`src/hw/axis_pkt_pkg.sv`:
```
`default_nettype none

package axis_pkt_pkg;

  // Stream payload width, one byte per beat.
  localparam int DATA_WIDTH = 8;

  localparam int FIFO_ADDR_WIDTH = 4;
  localparam int FIFO_DEPTH = 1 << FIFO_ADDR_WIDTH; // Also the longest frame that passes.

  localparam int CNT_WIDTH = 16;

  typedef struct packed {
    logic [DATA_WIDTH-1:0] data;
    logic                  last;
    logic                  user; // Bad frame flag, valid on the last beat.
  } pkt_beat_t;

  typedef struct packed {
    logic [CNT_WIDTH-1:0] good_frames;
    logic [CNT_WIDTH-1:0] bad_frames;
    logic [CNT_WIDTH-1:0] overflow_frames;
  } frame_stats_t;

endpackage

`default_nettype wire

```
`src/hw/axis_csum_check.sv`:
```
`default_nettype none

module axis_csum_check
  import axis_pkt_pkg::*;
(
  input  wire        clk,
  input  wire        rst,

  input  pkt_beat_t  s_beat,
  input  wire        s_valid,
  output logic       s_ready,

  output pkt_beat_t  m_beat,
  output logic       m_valid,
  input  wire        m_ready
);

  logic [DATA_WIDTH-1:0] csum_reg; // XOR of the bytes seen so far in this frame.
  logic [DATA_WIDTH-1:0] csum_next;
  logic                  accept;
  logic                  csum_bad;

  // The slice can take a new beat when it is empty or draining this cycle.
  assign s_ready = !m_valid || m_ready;
  assign accept = s_valid && s_ready;

  // Last byte carries the checksum of everything before it.
  assign csum_bad = s_beat.data != csum_reg;

  always_comb begin
    csum_next = csum_reg;
    if (accept) begin
      if (s_beat.last) begin
        csum_next = '0; // Next frame starts fresh.
      end else begin
        csum_next = csum_reg ^ s_beat.data;
      end
    end
  end

  always_ff @(posedge clk) begin
    if (rst) begin
      csum_reg <= '0;
      m_valid  <= 1'b0;
    end else begin
      csum_reg <= csum_next;
      if (accept) begin
        m_valid <= 1'b1;
      end else if (m_ready) begin
        m_valid <= 1'b0;
      end
    end
  end

  // Payload register, loaded only on a transfer into the slice.
  always_ff @(posedge clk) begin
    if (accept) begin
      m_beat.data <= s_beat.data;
      m_beat.last <= s_beat.last;
      m_beat.user <= s_beat.last && csum_bad;
    end
  end

endmodule

`default_nettype wire

```
`src/hw/axis_fifo.sv`:
```
`default_nettype none

module axis_fifo
  import axis_pkt_pkg::*;
(
  input  wire        clk,
  input  wire        rst,

  input  pkt_beat_t  s_beat,
  input  wire        s_valid,
  output logic       s_ready,

  output pkt_beat_t  m_beat,
  output logic       m_valid,
  input  wire        m_ready,

  output logic       status_overflow,
  output logic       status_bad_frame,
  output logic       status_good_frame
);

  // Pointers carry one extra bit to tell full from empty.
  logic [FIFO_ADDR_WIDTH:0] wr_ptr_reg;     // End of committed frames.
  logic [FIFO_ADDR_WIDTH:0] wr_ptr_next;
  logic [FIFO_ADDR_WIDTH:0] wr_ptr_cur_reg; // End of the frame being written.
  logic [FIFO_ADDR_WIDTH:0] wr_ptr_cur_next;
  logic [FIFO_ADDR_WIDTH:0] rd_ptr_reg;
  logic [FIFO_ADDR_WIDTH:0] rd_ptr_next;

  pkt_beat_t mem [FIFO_DEPTH];

  pkt_beat_t mem_rd_data_reg;
  logic      mem_rd_valid_reg;
  logic      mem_rd_valid_next;
  logic      m_valid_next;

  logic full_cur;
  logic full_wr;
  logic empty;
  logic write;
  logic read;
  logic store_output;

  logic drop_frame_reg;
  logic drop_frame_next;
  logic overflow_next;
  logic bad_frame_next;
  logic good_frame_next;

  // Partial frame has caught up with the read side.
  assign full_cur = (wr_ptr_cur_reg[FIFO_ADDR_WIDTH] != rd_ptr_reg[FIFO_ADDR_WIDTH]) &&
                    (wr_ptr_cur_reg[FIFO_ADDR_WIDTH-1:0] == rd_ptr_reg[FIFO_ADDR_WIDTH-1:0]);
  // Partial frame alone fills the whole memory, so it can never fit.
  assign full_wr = (wr_ptr_reg[FIFO_ADDR_WIDTH] != wr_ptr_cur_reg[FIFO_ADDR_WIDTH]) &&
                   (wr_ptr_reg[FIFO_ADDR_WIDTH-1:0] == wr_ptr_cur_reg[FIFO_ADDR_WIDTH-1:0]);
  assign empty = wr_ptr_reg == rd_ptr_reg;

  assign s_ready = !full_cur || full_wr || drop_frame_reg;

  always_comb begin
    write           = 1'b0;
    drop_frame_next = drop_frame_reg;
    overflow_next   = 1'b0;
    bad_frame_next  = 1'b0;
    good_frame_next = 1'b0;
    wr_ptr_next     = wr_ptr_reg;
    wr_ptr_cur_next = wr_ptr_cur_reg;
    if (s_valid && s_ready) begin
      if (full_cur || full_wr || drop_frame_reg) begin
        drop_frame_next = 1'b1; // Swallow the rest of an oversized frame.
        if (s_beat.last) begin
          wr_ptr_cur_next = wr_ptr_reg;
          drop_frame_next = 1'b0;
          overflow_next   = 1'b1;
        end
      end else begin
        write           = 1'b1;
        wr_ptr_cur_next = wr_ptr_cur_reg + 1'b1;
        if (s_beat.last) begin
          if (s_beat.user) begin
            wr_ptr_cur_next = wr_ptr_reg; // Rewind over the bad frame.
            bad_frame_next  = 1'b1;
          end else begin
            wr_ptr_next     = wr_ptr_cur_reg + 1'b1;
            good_frame_next = 1'b1;
          end
        end
      end
    end
  end

  always_ff @(posedge clk) begin
    if (rst) begin
      wr_ptr_reg        <= '0;
      wr_ptr_cur_reg    <= '0;
      drop_frame_reg    <= 1'b0;
      status_overflow   <= 1'b0;
      status_bad_frame  <= 1'b0;
      status_good_frame <= 1'b0;
    end else begin
      wr_ptr_reg        <= wr_ptr_next;
      wr_ptr_cur_reg    <= wr_ptr_cur_next;
      drop_frame_reg    <= drop_frame_next;
      status_overflow   <= overflow_next;
      status_bad_frame  <= bad_frame_next;
      status_good_frame <= good_frame_next;
    end
  end

  always_ff @(posedge clk) begin
    if (write) begin
      mem[wr_ptr_cur_reg[FIFO_ADDR_WIDTH-1:0]] <= s_beat;
    end
  end

  // Read side, a memory read register followed by the output register.
  assign store_output = m_ready || !m_valid;

  always_comb begin
    read              = 1'b0;
    rd_ptr_next       = rd_ptr_reg;
    mem_rd_valid_next = mem_rd_valid_reg;
    if (store_output || !mem_rd_valid_reg) begin
      if (!empty) begin
        read              = 1'b1;
        mem_rd_valid_next = 1'b1;
        rd_ptr_next       = rd_ptr_reg + 1'b1;
      end else begin
        mem_rd_valid_next = 1'b0;
      end
    end
  end

  always_comb begin
    m_valid_next = m_valid;
    if (store_output) begin
      m_valid_next = mem_rd_valid_reg;
    end
  end

  always_ff @(posedge clk) begin
    if (rst) begin
      rd_ptr_reg       <= '0;
      mem_rd_valid_reg <= 1'b0;
      m_valid          <= 1'b0;
    end else begin
      rd_ptr_reg       <= rd_ptr_next;
      mem_rd_valid_reg <= mem_rd_valid_next;
      m_valid          <= m_valid_next;
    end
  end

  always_ff @(posedge clk) begin
    if (read) begin
      mem_rd_data_reg <= mem[rd_ptr_reg[FIFO_ADDR_WIDTH-1:0]];
    end
    if (store_output) begin
      m_beat <= mem_rd_data_reg;
    end
  end

endmodule

`default_nettype wire

```
`src/hw/axis_frame_stats.sv`:
```
`default_nettype none

module axis_frame_stats
  import axis_pkt_pkg::*;
(
  input  wire           clk,
  input  wire           rst,

  input  wire           status_good_frame,
  input  wire           status_bad_frame,
  input  wire           status_overflow,

  output frame_stats_t  stats
);

  // Counters hold at all ones instead of wrapping.
  function automatic logic [CNT_WIDTH-1:0] sat_inc(input logic [CNT_WIDTH-1:0] cnt);
    logic [CNT_WIDTH-1:0] result;
    result = cnt;
    if (cnt != {CNT_WIDTH{1'b1}}) begin
      result = cnt + 1'b1;
    end
    return result;
  endfunction

  always_ff @(posedge clk) begin
    if (rst) begin
      stats <= '0;
    end else begin
      if (status_good_frame) begin
        stats.good_frames <= sat_inc(stats.good_frames);
      end
      if (status_bad_frame) begin
        stats.bad_frames <= sat_inc(stats.bad_frames);
      end
      if (status_overflow) begin
        stats.overflow_frames <= sat_inc(stats.overflow_frames);
      end
    end
  end

endmodule

`default_nettype wire

```
`src/hw/axis_pkt_top.sv`:
```
`default_nettype none

module axis_pkt_top
  import axis_pkt_pkg::*;
(
  input  wire           clk,
  input  wire           rst,

  input  pkt_beat_t     s_beat,
  input  wire           s_valid,
  output logic          s_ready,

  output pkt_beat_t     m_beat,
  output logic          m_valid,
  input  wire           m_ready,

  output frame_stats_t  stats
);

  pkt_beat_t csum_beat; // Checked stream into the frame FIFO.
  logic      csum_valid;
  logic      csum_ready;

  logic      status_overflow;
  logic      status_bad_frame;
  logic      status_good_frame;

  axis_csum_check axis_csum_check_i (
    .clk     (clk),
    .rst     (rst),
    .s_beat  (s_beat),
    .s_valid (s_valid),
    .s_ready (s_ready),
    .m_beat  (csum_beat),
    .m_valid (csum_valid),
    .m_ready (csum_ready)
  );

  axis_fifo axis_fifo_i (
    .clk               (clk),
    .rst               (rst),
    .s_beat            (csum_beat),
    .s_valid           (csum_valid),
    .s_ready           (csum_ready),
    .m_beat            (m_beat),
    .m_valid           (m_valid),
    .m_ready           (m_ready),
    .status_overflow   (status_overflow),
    .status_bad_frame  (status_bad_frame),
    .status_good_frame (status_good_frame)
  );

  axis_frame_stats axis_frame_stats_i (
    .clk               (clk),
    .rst               (rst),
    .status_good_frame (status_good_frame),
    .status_bad_frame  (status_bad_frame),
    .status_overflow   (status_overflow),
    .stats             (stats)
  );

endmodule

`default_nettype wire

```
`config.mk`:
```
export PLATFORM = sky130hd
export DESIGN_NAME = axis_pkt_top
export DESIGN_NICKNAME = d
export VERILOG_FILES = /design/src/hw/axis_pkt_pkg.sv /design/src/hw/axis_csum_check.sv /design/src/hw/axis_fifo.sv /design/src/hw/axis_frame_stats.sv /design/src/hw/axis_pkt_top.sv
export SDC_FILE = /design/constraint.sdc
export NUM_CORES = 1
export LEC_CHECK = 0
export BUFFER_PORTS_ARGS = -buffer_cell sky130_fd_sc_hd__buf_2
export CAP_MARGIN = 20
export CORE_UTILIZATION = 37
export DETAILED_ROUTE_END_ITERATION = 7
export MAX_ROUTING_LAYER = met4
export PLACE_DENSITY_LB_ADDON = 0.05
export SYNTH_ARGS = -nofsm -noshare
export SYNTH_HDL_FRONTEND = slang
export SYNTH_SLANG_ARGS = --single-unit
```
`constraint.sdc`:
```
create_clock -name clk -period 3.4 [get_ports clk]
set_clock_uncertainty 0.15 [all_clocks]
set_input_delay 0.17 -clock clk [delete_from_list [all_inputs] [get_ports clk]]
set_output_delay 0.17 -clock clk [all_outputs]
set_load 0.02 [all_outputs]
```
==> flow_metrics.tcl, run 1 <==
set metrics [dict create \
    gp_congestion 0.773 \
    p_leak_nw 4.38 \
    die_h_microns 174 \
    synth_ff_type "edfxtp_1" \
    synthArstFlopShare_pct 0 \
    grt_first_pass_wirelength_mm 36.0 \
    ys_types 54 \
    start_util_pct 37.8 \
    endpoint "axis_fifo_i.mem[10][4]" \
    worst-setup-path-type "reg -> reg" \
    portBuffers 72 \
    cts-buffers-inserted 29 \
    num_rows 62 \
    syn_to_final_growth_pct 18.2 \
    antenna_cells 0 \
    core_region_area_sq_mm 0.0289 \
    grt_usage_pct 15.8 \
    drv_cap 0 \
    routed_via_density 5.03 \
    syn_inst 727 \
    finalPower_mw 8.15 \
    h-tree-depth 1 \
    drt-wirelength-per-cell_microns 18.4 \
    rr_endpoint "axis_fifo_i.mem[10][4]" \
    layout_commonest_cell "edfxtp_1" \
    post-cts-setup-buffers 0 \
    nets 852 \
    antenna_left 0 \
    ir_drop_mv 0.363 \
    r2r_slack_ns 0.51 \
    wirelength_mm 22.6 \
    drc 0 \
    setup_tns_ns 0 \
    arrival_ns 2.91 \
    dieArea_sq_mm 0.0302 \
    status "completed" \
    synth-seq-cells 268 \
    antenna_found_initial 0 \
    hpwlAfterDp_mm 14.8 \
    grt_pass1_vias 6343 \
    critical_path.startpoint "axis_fifo_i.wr_ptr_cur_reg[0]" \
    insertion_delay_ns 0.54 \
    clkTransAtPathRegs_ns 0.06 \
    via_count 6200 \
    cts_tree "yes" \
    ys_warn_count 0 \
    synth_edf_count 190 \
    pwr_density_cell_mw_per_mm2 631 \
    reg2reg_depth 5 \
    grt_max_degree 47 \
    hold_path.class "in -> reg" \
    overflow 0 \
    hold_viol 0 \
    drt_pass1_iterations 4 \
    final_util_pct 44.7 \
    mostFrequentLayoutCells "edfxtp_1, nor2_1, dfxtp_1" \
    required_ns 3.42 \
    slew_headroom_pct 42.6 \
    min_period_ns 2.89 \
    io_pins 74 \
    clkSinkCount 268 \
    cp-start-kind "register" \
    cp_max_fo 10 \
    cts-root-buf "clkbuf_16" \
    worst_slew_pin_slew_ns 0.861 \
    setup_viol 0 \
    period_share_pct 85.0 \
    r2r_start "axis_fifo_i.wr_ptr_cur_reg[0]" \
    holdWs_ns 0.0725 \
    grt_setup_unrepaired "no" \
    fp.dieW_microns 174 \
    layout-drive-gt1-share_pct 24.6 \
    setup.worst_path.end_class "register" \
    syn_area_sq_mm 0.0109 \
    largest_reg_flops 160 \
    max_freq_ghz 0.346 \
    drv_slew 0 \
    drtIter0Drc 473 \
    syn_avg_cell_area_sq_um 15.0 \
    yosysSeqAreaShare_pct 66.6 \
    cts_buffer_depth 3 \
    syn_nets 749 \
]
-- report_power, final --
group          internal (mW)  switching, mW
logic                  0.493          0.600
clock network           2.01           1.23
registers               3.73         0.0833
total                   6.23           1.91
-- logic make-up (layout without fill, tap and decap cells) --
group / after synthesis / in the layout / share of synthesized area, %
and+or+nand+nor: 220 / 220 / 10.6
muxes: 62 / 62 / 11.4
AOI/OAI and AO/OA: 57 / 57 / 3.32
DFF: 268 / 268 / 66.6
buffers and inverters: 47 / 169 / 1.93
xor gates and xnor gates: 65 / 65 / 5.21
adders and majority gates: 8 / 8 / 0.917
-- Yosys cell counts (all sizes together) (15+ instances only) --
| library cell | number | area (sq um) |
|---|---|---|
| a21oi | 18 | 90.1 |
| clkbuf | 19 | 72.6 |
| dfxtp | 78 | 1560 |
| edfxtp | 190 | 5710 |
| inv | 15 | 56.3 |
| mux4 | 50 | 1130 |
| nand2 | 25 | 93.8 |
| nand3 | 19 | 95.1 |
| nand4 | 15 | 109 |
| nor2 | 80 | 300 |
| nor3 | 19 | 100 |
| o21ai | 20 | 115 |
| xnor2 | 33 | 289 |
| xor2 | 32 | 280 |
-- metrics by stage --
stage	setup WS, ns	instance area (sq um)	cells
after floorplan	0.317	10900	727
after global placement	0.660	11800	1172
after detailed placement	0.583	11800	1172
after CTS	0.563	12900	1233
after global routing	0.325	12900	1233
final	0.510	12900	1233
-- per-layer routing --
layer / vias up / share of wire [%] / track usage (%)
met5: - / 0 / -
met4: 0 / 1.6 / 3.65
met3: 33 / 4.0 / 2.72
met2: 108 / 46 / 24.2
met1: 3107 / 49 / 21.8
li1: 2952 / - / -
-- worst max-delay path: stages (launching register included) --
cell and delay, ns:
dfxtp_1 0.54, xnor2_1 0.16, a31oi_1 0.39, nand3_1 0.43, nor2_1 0.29, and3_1 0.55
-- worst min path at each step --
stage / from / endpoint / slack (ns) / depth (start not counted)
finish: rst / axis_frame_stats_i.stats[4] / 0.07 / 2
global route: rst / axis_frame_stats_i.stats[14] / 0.11 / 2
CTS: rst / axis_frame_stats_i.stats[4] / 0.06 / 2
detailed placement: s_beat[3] / axis_csum_check_i.m_beat[3] / 0.25 / 1
global placement: axis_fifo_i.mem_rd_data_reg[7] / axis_fifo_i.m_beat[7] / 0.25 / 0
floorplan: s_beat[1] / axis_csum_check_i.m_beat[1] / 0.12 / 0
-- timing repair --
item                                   in CTS  in global routing
gates resized for setup                     0                  0
endpoints found under the hold margin      21                  0
hold buffers                               11                  0
-- area by class of cell --
class | count | area, sq um
fillers | 2603 | 16000
well taps | 384 | 480
clock buffers | 36 | 752
flip-flops and latches | 268 | 7270
inverters | 15 | 56.3
multi-input cells | 412 | 3490
repair buffers | 104 | 628
clock inverters | 14 | 229
Note: power is estimated with default switching activity, not from simulation.
==> run 2: changes to the inputs <==
==> constraint.sdc (replaced) <==
create_clock -name clk -period 2.9 [get_ports clk]
set_clock_uncertainty 0.15 [all_clocks]
set_input_delay 0.145 -clock clk [delete_from_list [all_inputs] [get_ports clk]]
set_output_delay 0.145 -clock clk [all_outputs]
set_load 0.02 [all_outputs]
==> flow_metrics.tcl, run 2 (synthesized netlist as in run 1, its figures left out) <==
set metrics [dict create \
    postCtsResizedCells 0 \
    antenna_found_initial 0 \
    routed_via_density 5.11 \
    final_util_pct 44.9 \
    min_period_ns 2.51 \
    setup_viol 0 \
    syn_to_final_growth_pct 18.8 \
    layout-drive-gt1-share_pct 25.5 \
    slowest_stage "dfxtp_1" \
    busiest_layer "met2" \
    drv_slew 0 \
    start_util_pct 37.8 \
    rr_endpoint "axis_fifo_i.mem[14][6]" \
    drv_cap 0 \
    antenna_left 0 \
    ir_drop_mv 0.495 \
    grt_first_pass_wirelength_mm 36.7 \
    clkTransAtPathRegs_ns 0.06 \
    dieArea_sq_mm 0.0302 \
    grt_use_met2_pct 26.2 \
    worst_slew_pin_slew_ns 0.674 \
    io_pins 74 \
    hold_viol 0 \
    r2r_slack_ns 0.39 \
    drt_pass1_iterations 4 \
    num_rows 62 \
    pre_cts_ws_ns 0.380 \
    arrival_ns 2.59 \
    critPathMaxStageDelay_ns 0.54 \
    setup.worst_path.end_class "register" \
    via_count 6374 \
    grt_pass1_vias 6556 \
    pwr_density_cell_mw_per_mm2 720 \
    portBuffers 72 \
    clkSinkCount 268 \
    grt_usage_pct 16.2 \
    largest_reg_flops 160 \
    worst_slack_ns 0.388 \
    h-tree-depth 1 \
    antenna_cells 0 \
    met3_usage_pct 2.65 \
    hp-start "s_beat[9]" \
    path_delay_family "flip-flops" \
    drt-wirelength-per-cell_microns 18.6 \
    path_common_cell "buf_4" \
    worst-setup-path-type "reg -> reg" \
    p_leak_nw 4.44 \
    ctsHoldBuffers 13 \
    hold_path.class "in -> reg" \
    grt_use_met1_pct 21.3 \
    cp_max_fo 14 \
    slew_headroom_pct 54.9 \
    cts-buffers-inserted 29 \
    gp_congestion 0.772 \
    core_region_area_sq_mm 0.0289 \
    drtIter0Drc 380 \
    wirelength_mm 23.2 \
    hold_depth 2 \
    post-cts-setup-buffers 0 \
    max_freq_ghz 0.398 \
    grt_max_degree 44 \
    grt_setup_unrepaired "no" \
    r2r_start "axis_fifo_i.wr_ptr_cur_reg[0]" \
    overflow 0 \
    status "completed" \
    worst-path-buf-inv 2 \
    layout_commonest_cell "edfxtp_1" \
    insertion_delay_ns 0.56 \
    mostFrequentLayoutCells "edfxtp_1, nor2_1, dfxtp_1" \
    required_ns 2.98 \
    hold_end "axis_csum_check_i.m_beat[9]" \
    die_h_microns 174 \
    hpwlAfterDp_mm 14.8 \
    cp-start-kind "register" \
    drc 0 \
    reg2reg_depth 7 \
    path_cells "xnor2_1 -> a31oi_1 -> nand3_1 -> buf_4 -> nor2_1 -> and2_1 -> buf_4" \
    cts_buffer_depth 3 \
    cts-root-buf "clkbuf_16" \
    period_share_pct 86.6 \
    nets 863 \
    cts_tree "yes" \
    fp.dieW_microns 174 \
]
-- run 2: cell types whose count changed in the layout (fill, tap and decap cells not counted), moves of 2 or more --
cell / delta
clkbuf_1: -3
clkbuf_2: +2
clkbuf_8: +2
dlygate4sd3_1: +2
clkinv_2: +2
clkinv_1: +4
clkinvlp_2: -2
bufinv_16: -4
buf_4: +8
-- run 2: worst max path at each step --
stage / startpoint / end / slack, ns / cells after the start
floorplan: axis_fifo_i.wr_ptr_cur_reg[3] / axis_fifo_i.mem[3][0] / -0.18 / 7
global placement: axis_fifo_i.wr_ptr_cur_reg[0] / axis_fifo_i.mem[0][5] / 0.46 / 6
detailed placement: axis_fifo_i.wr_ptr_cur_reg[0] / axis_fifo_i.mem[14][8] / 0.38 / 7
CTS: axis_fifo_i.wr_ptr_cur_reg[0] / axis_fifo_i.mem[14][6] / 0.37 / 7
global route: axis_fifo_i.wr_ptr_cur_reg[0] / axis_fifo_i.mem[14][6] / 0.18 / 7
finish: axis_fifo_i.wr_ptr_cur_reg[0] / axis_fifo_i.mem[14][6] / 0.39 / 7
-- run 2: power breakdown --
group	internal (mW)	leakage (nW)	switching, mW	total [mW]
clock network	2.13	0.463	1.47	3.61
registers	4.37	2.37	0.103	4.47
logic	0.588	1.61	0.670	1.26
total	7.09	4.44	2.25	9.33
-- run 2: area by class of cell --
cell class                      count  area (sq um)
Inverter                           15          56.3
Fill cell                        2621         15900
Clock buffer                       38           803
Tap cell                          384           480
Sequential cell                   268          7270
Clock inverter                     15           143
Timing Repair Buffer              115           728
Multi-Input combinational cell    412          3490
-- run 2: metal layers --
metal  share of wire [%]  up-vias
met5                   0        -
met4                 1.9        0
met3                 4.7       35
met2                  48      138
met1                  46     3208
li1                    -     2993
-- run 2: per-stage QoR --
| stage | cell area (sq um) | hold WS (ns) | cells | TNS, ns | total power, mW |
|---|---|---|---|---|---|
| finish | 13000 | 0.199 | 1247 | 0 | 9.33 |
| global route | 13000 | 0.191 | 1247 | 0 | 9.73 |
| CTS | 13000 | 0.164 | 1247 | 0 | 9.48 |
| detailed placement | 11900 | 0.230 | 1181 | 0 | 5.83 |
| global placement | 11900 | 0.230 | 1181 | 0 | 5.81 |
| floorplan | 10900 | 0.0939 | 727 | -14.65 | 5.43 |
==> run 3: changes to the inputs <==
--- a/config.mk
+++ b/config.mk
@@ -11,6 +11,7 @@
 export DETAILED_ROUTE_END_ITERATION = 7
 export MAX_ROUTING_LAYER = met4
 export PLACE_DENSITY_LB_ADDON = 0.05
+export SKIP_CTS_REPAIR_TIMING = 1
 export SYNTH_ARGS = -nofsm -noshare
 export SYNTH_HDL_FRONTEND = slang
 export SYNTH_SLANG_ARGS = --single-unit
==> constraint.sdc (replaced) <==
create_clock -name clk -period 2.9 [get_ports clk]
set_clock_uncertainty 0.15 [all_clocks]
set_input_delay 0.145 -clock clk [delete_from_list [all_inputs] [get_ports clk]]
set_output_delay 0.145 -clock clk [all_outputs]
set_load 0.005 [all_outputs]
==> flow_metrics.tcl, run 3 (synthesized netlist as in run 1, its figures left out) <==
set metrics [dict create \
    critical_path.startpoint "axis_fifo_i.wr_ptr_cur_reg[0]" \
    clkTransAtPathRegs_ns 0.06 \
    status "completed" \
    drv_cap 0 \
    hold_viol 0 \
    drv_slew 0 \
    hpwlAfterDp_mm 14.8 \
    mostFrequentLayoutCells "edfxtp_1, nor2_1, dfxtp_1" \
    antenna_found_initial 0 \
    worst_slew_pin_slew_ns 0.684 \
    dieArea_sq_mm 0.0302 \
    via_count 6364 \
    core_region_area_sq_mm 0.0289 \
    critPathMaxStageDelay_ns 0.54 \
    cp-start-kind "register" \
    worst-path-buf-inv 2 \
    cts-root-buf "clkbuf_16" \
    largest_reg_flops 160 \
    gp_congestion 0.772 \
    die_h_microns 174 \
    path_delay_family "flip-flops" \
    pre_cts_ws_ns 0.380 \
    p_leak_nw 4.44 \
    r2r_slack_ns 0.38 \
    cts-buffers-inserted 29 \
    drt_pass1_iterations 4 \
    slew_headroom_pct 54.2 \
    antenna_left 0 \
    syn_to_final_growth_pct 18.8 \
    grt_pass1_vias 6530 \
    pwr_density_cell_mw_per_mm2 713 \
    layout_commonest_cell "edfxtp_1" \
    reg2reg_depth 7 \
    routed_via_density 5.10 \
    crit_cells 7 \
    h-tree-depth 1 \
    setup.worst_path.end_class "register" \
    finalPower_mw 9.25 \
    fp.dieW_microns 174 \
    grt_first_pass_wirelength_mm 36.6 \
    period_share_pct 86.8 \
    endpoint "axis_fifo_i.mem[14][6]" \
    drt-wirelength-per-cell_microns 18.7 \
    path_cells "xnor2_1 -> a31oi_1 -> nand3_1 -> buf_4 -> nor2_1 -> and2_1 -> buf_4" \
    antenna_cells 0 \
    io_pins 74 \
    holdWs_ns 0.200 \
    required_ns 2.98 \
    layout-drive-gt1-share_pct 25.5 \
    r2r_start "axis_fifo_i.wr_ptr_cur_reg[0]" \
    rr_endpoint "axis_fifo_i.mem[14][6]" \
    insertion_delay_ns 0.55 \
    dpl-instance-area_sq_mm 0.0119 \
    dp.cells 1181 \
    cts_buffer_depth 3 \
    arrival_ns 2.60 \
    num_rows 62 \
    final_util_pct 44.9 \
    grt_usage_pct 16.2 \
    wirelength_mm 23.3 \
    path_common_cell "buf_4" \
    max_freq_ghz 0.397 \
    portBuffers 72 \
    clkSinkCount 268 \
    cts_tree "yes" \
    slowest_stage "dfxtp_1" \
    layoutNonFillerInstCount 1247 \
    drtIter0Drc 381 \
    drc 0 \
    setup_viol 0 \
    grt_setup_unrepaired "no" \
    ir_drop_mv 0.495 \
    overflow 0 \
    fin_area_sq_mm 0.0130 \
    worst-setup-path-type "reg -> reg" \
    hold_path.class "in -> reg" \
    setup_tns_ns 0 \
    cp_max_fo 14 \
    grt_max_degree 44 \
    fillers 2621 \
    min_period_ns 2.52 \
    worst_slack_ns 0.384 \
    nets 863 \
    start_util_pct 37.8 \
]
[run 3: cell counts in the layout (fill, tap and decap cells not counted)]
No cell type changed its count.
[run 3: metal layers]
metal / GRT usage, % / part of all wire (%) / vias up
li1: - / - / 2989
met1: 21.3 / 46 / 3199
met2: 26.1 / 48 / 141
met3: 2.65 / 4.7 / 35
met4: 4.35 / 1.9 / 0
met5: - / 0 / -
[run 3: how the worst min path moves through the flow]
stage / start / endpoint / slack (ns) / cells after the start
after global routing: s_beat[7] / axis_csum_check_i.m_beat[7] / 0.19 / 2
after floorplan: s_beat[1] / axis_csum_check_i.m_beat[1] / 0.09 / 0
after detailed placement: s_beat[7] / axis_csum_check_i.m_beat[7] / 0.23 / 1
final: s_beat[9] / axis_csum_check_i.m_beat[9] / 0.20 / 2
after global placement: s_beat[8] / axis_csum_check_i.m_beat[8] / 0.23 / 1
after CTS: s_beat[7] / axis_csum_check_i.m_beat[7] / -0.37 / 1
[run 3: final cells by class]
class / count / area, sq um / area share (%)
Inverter: 15 / 56.3 / 0.434
Clock inverter: 15 / 143 / 1.10
Multi-Input combinational cell: 412 / 3490 / 26.9
Sequential cell: 268 / 7270 / 56.0
Timing Repair Buffer: 115 / 728 / 5.61
Clock buffer: 38 / 803 / 6.19
Tap cell: 384 / 480 / 3.70
[run 3: where the power goes]
part | switching (mW) | leakage, nW | total [mW] | internal (mW)
Clock | 1.48 | 0.463 | 3.61 | 2.13
Combinational | 0.582 | 1.61 | 1.17 | 0.585
Sequential | 0.103 | 2.37 | 4.47 | 4.37
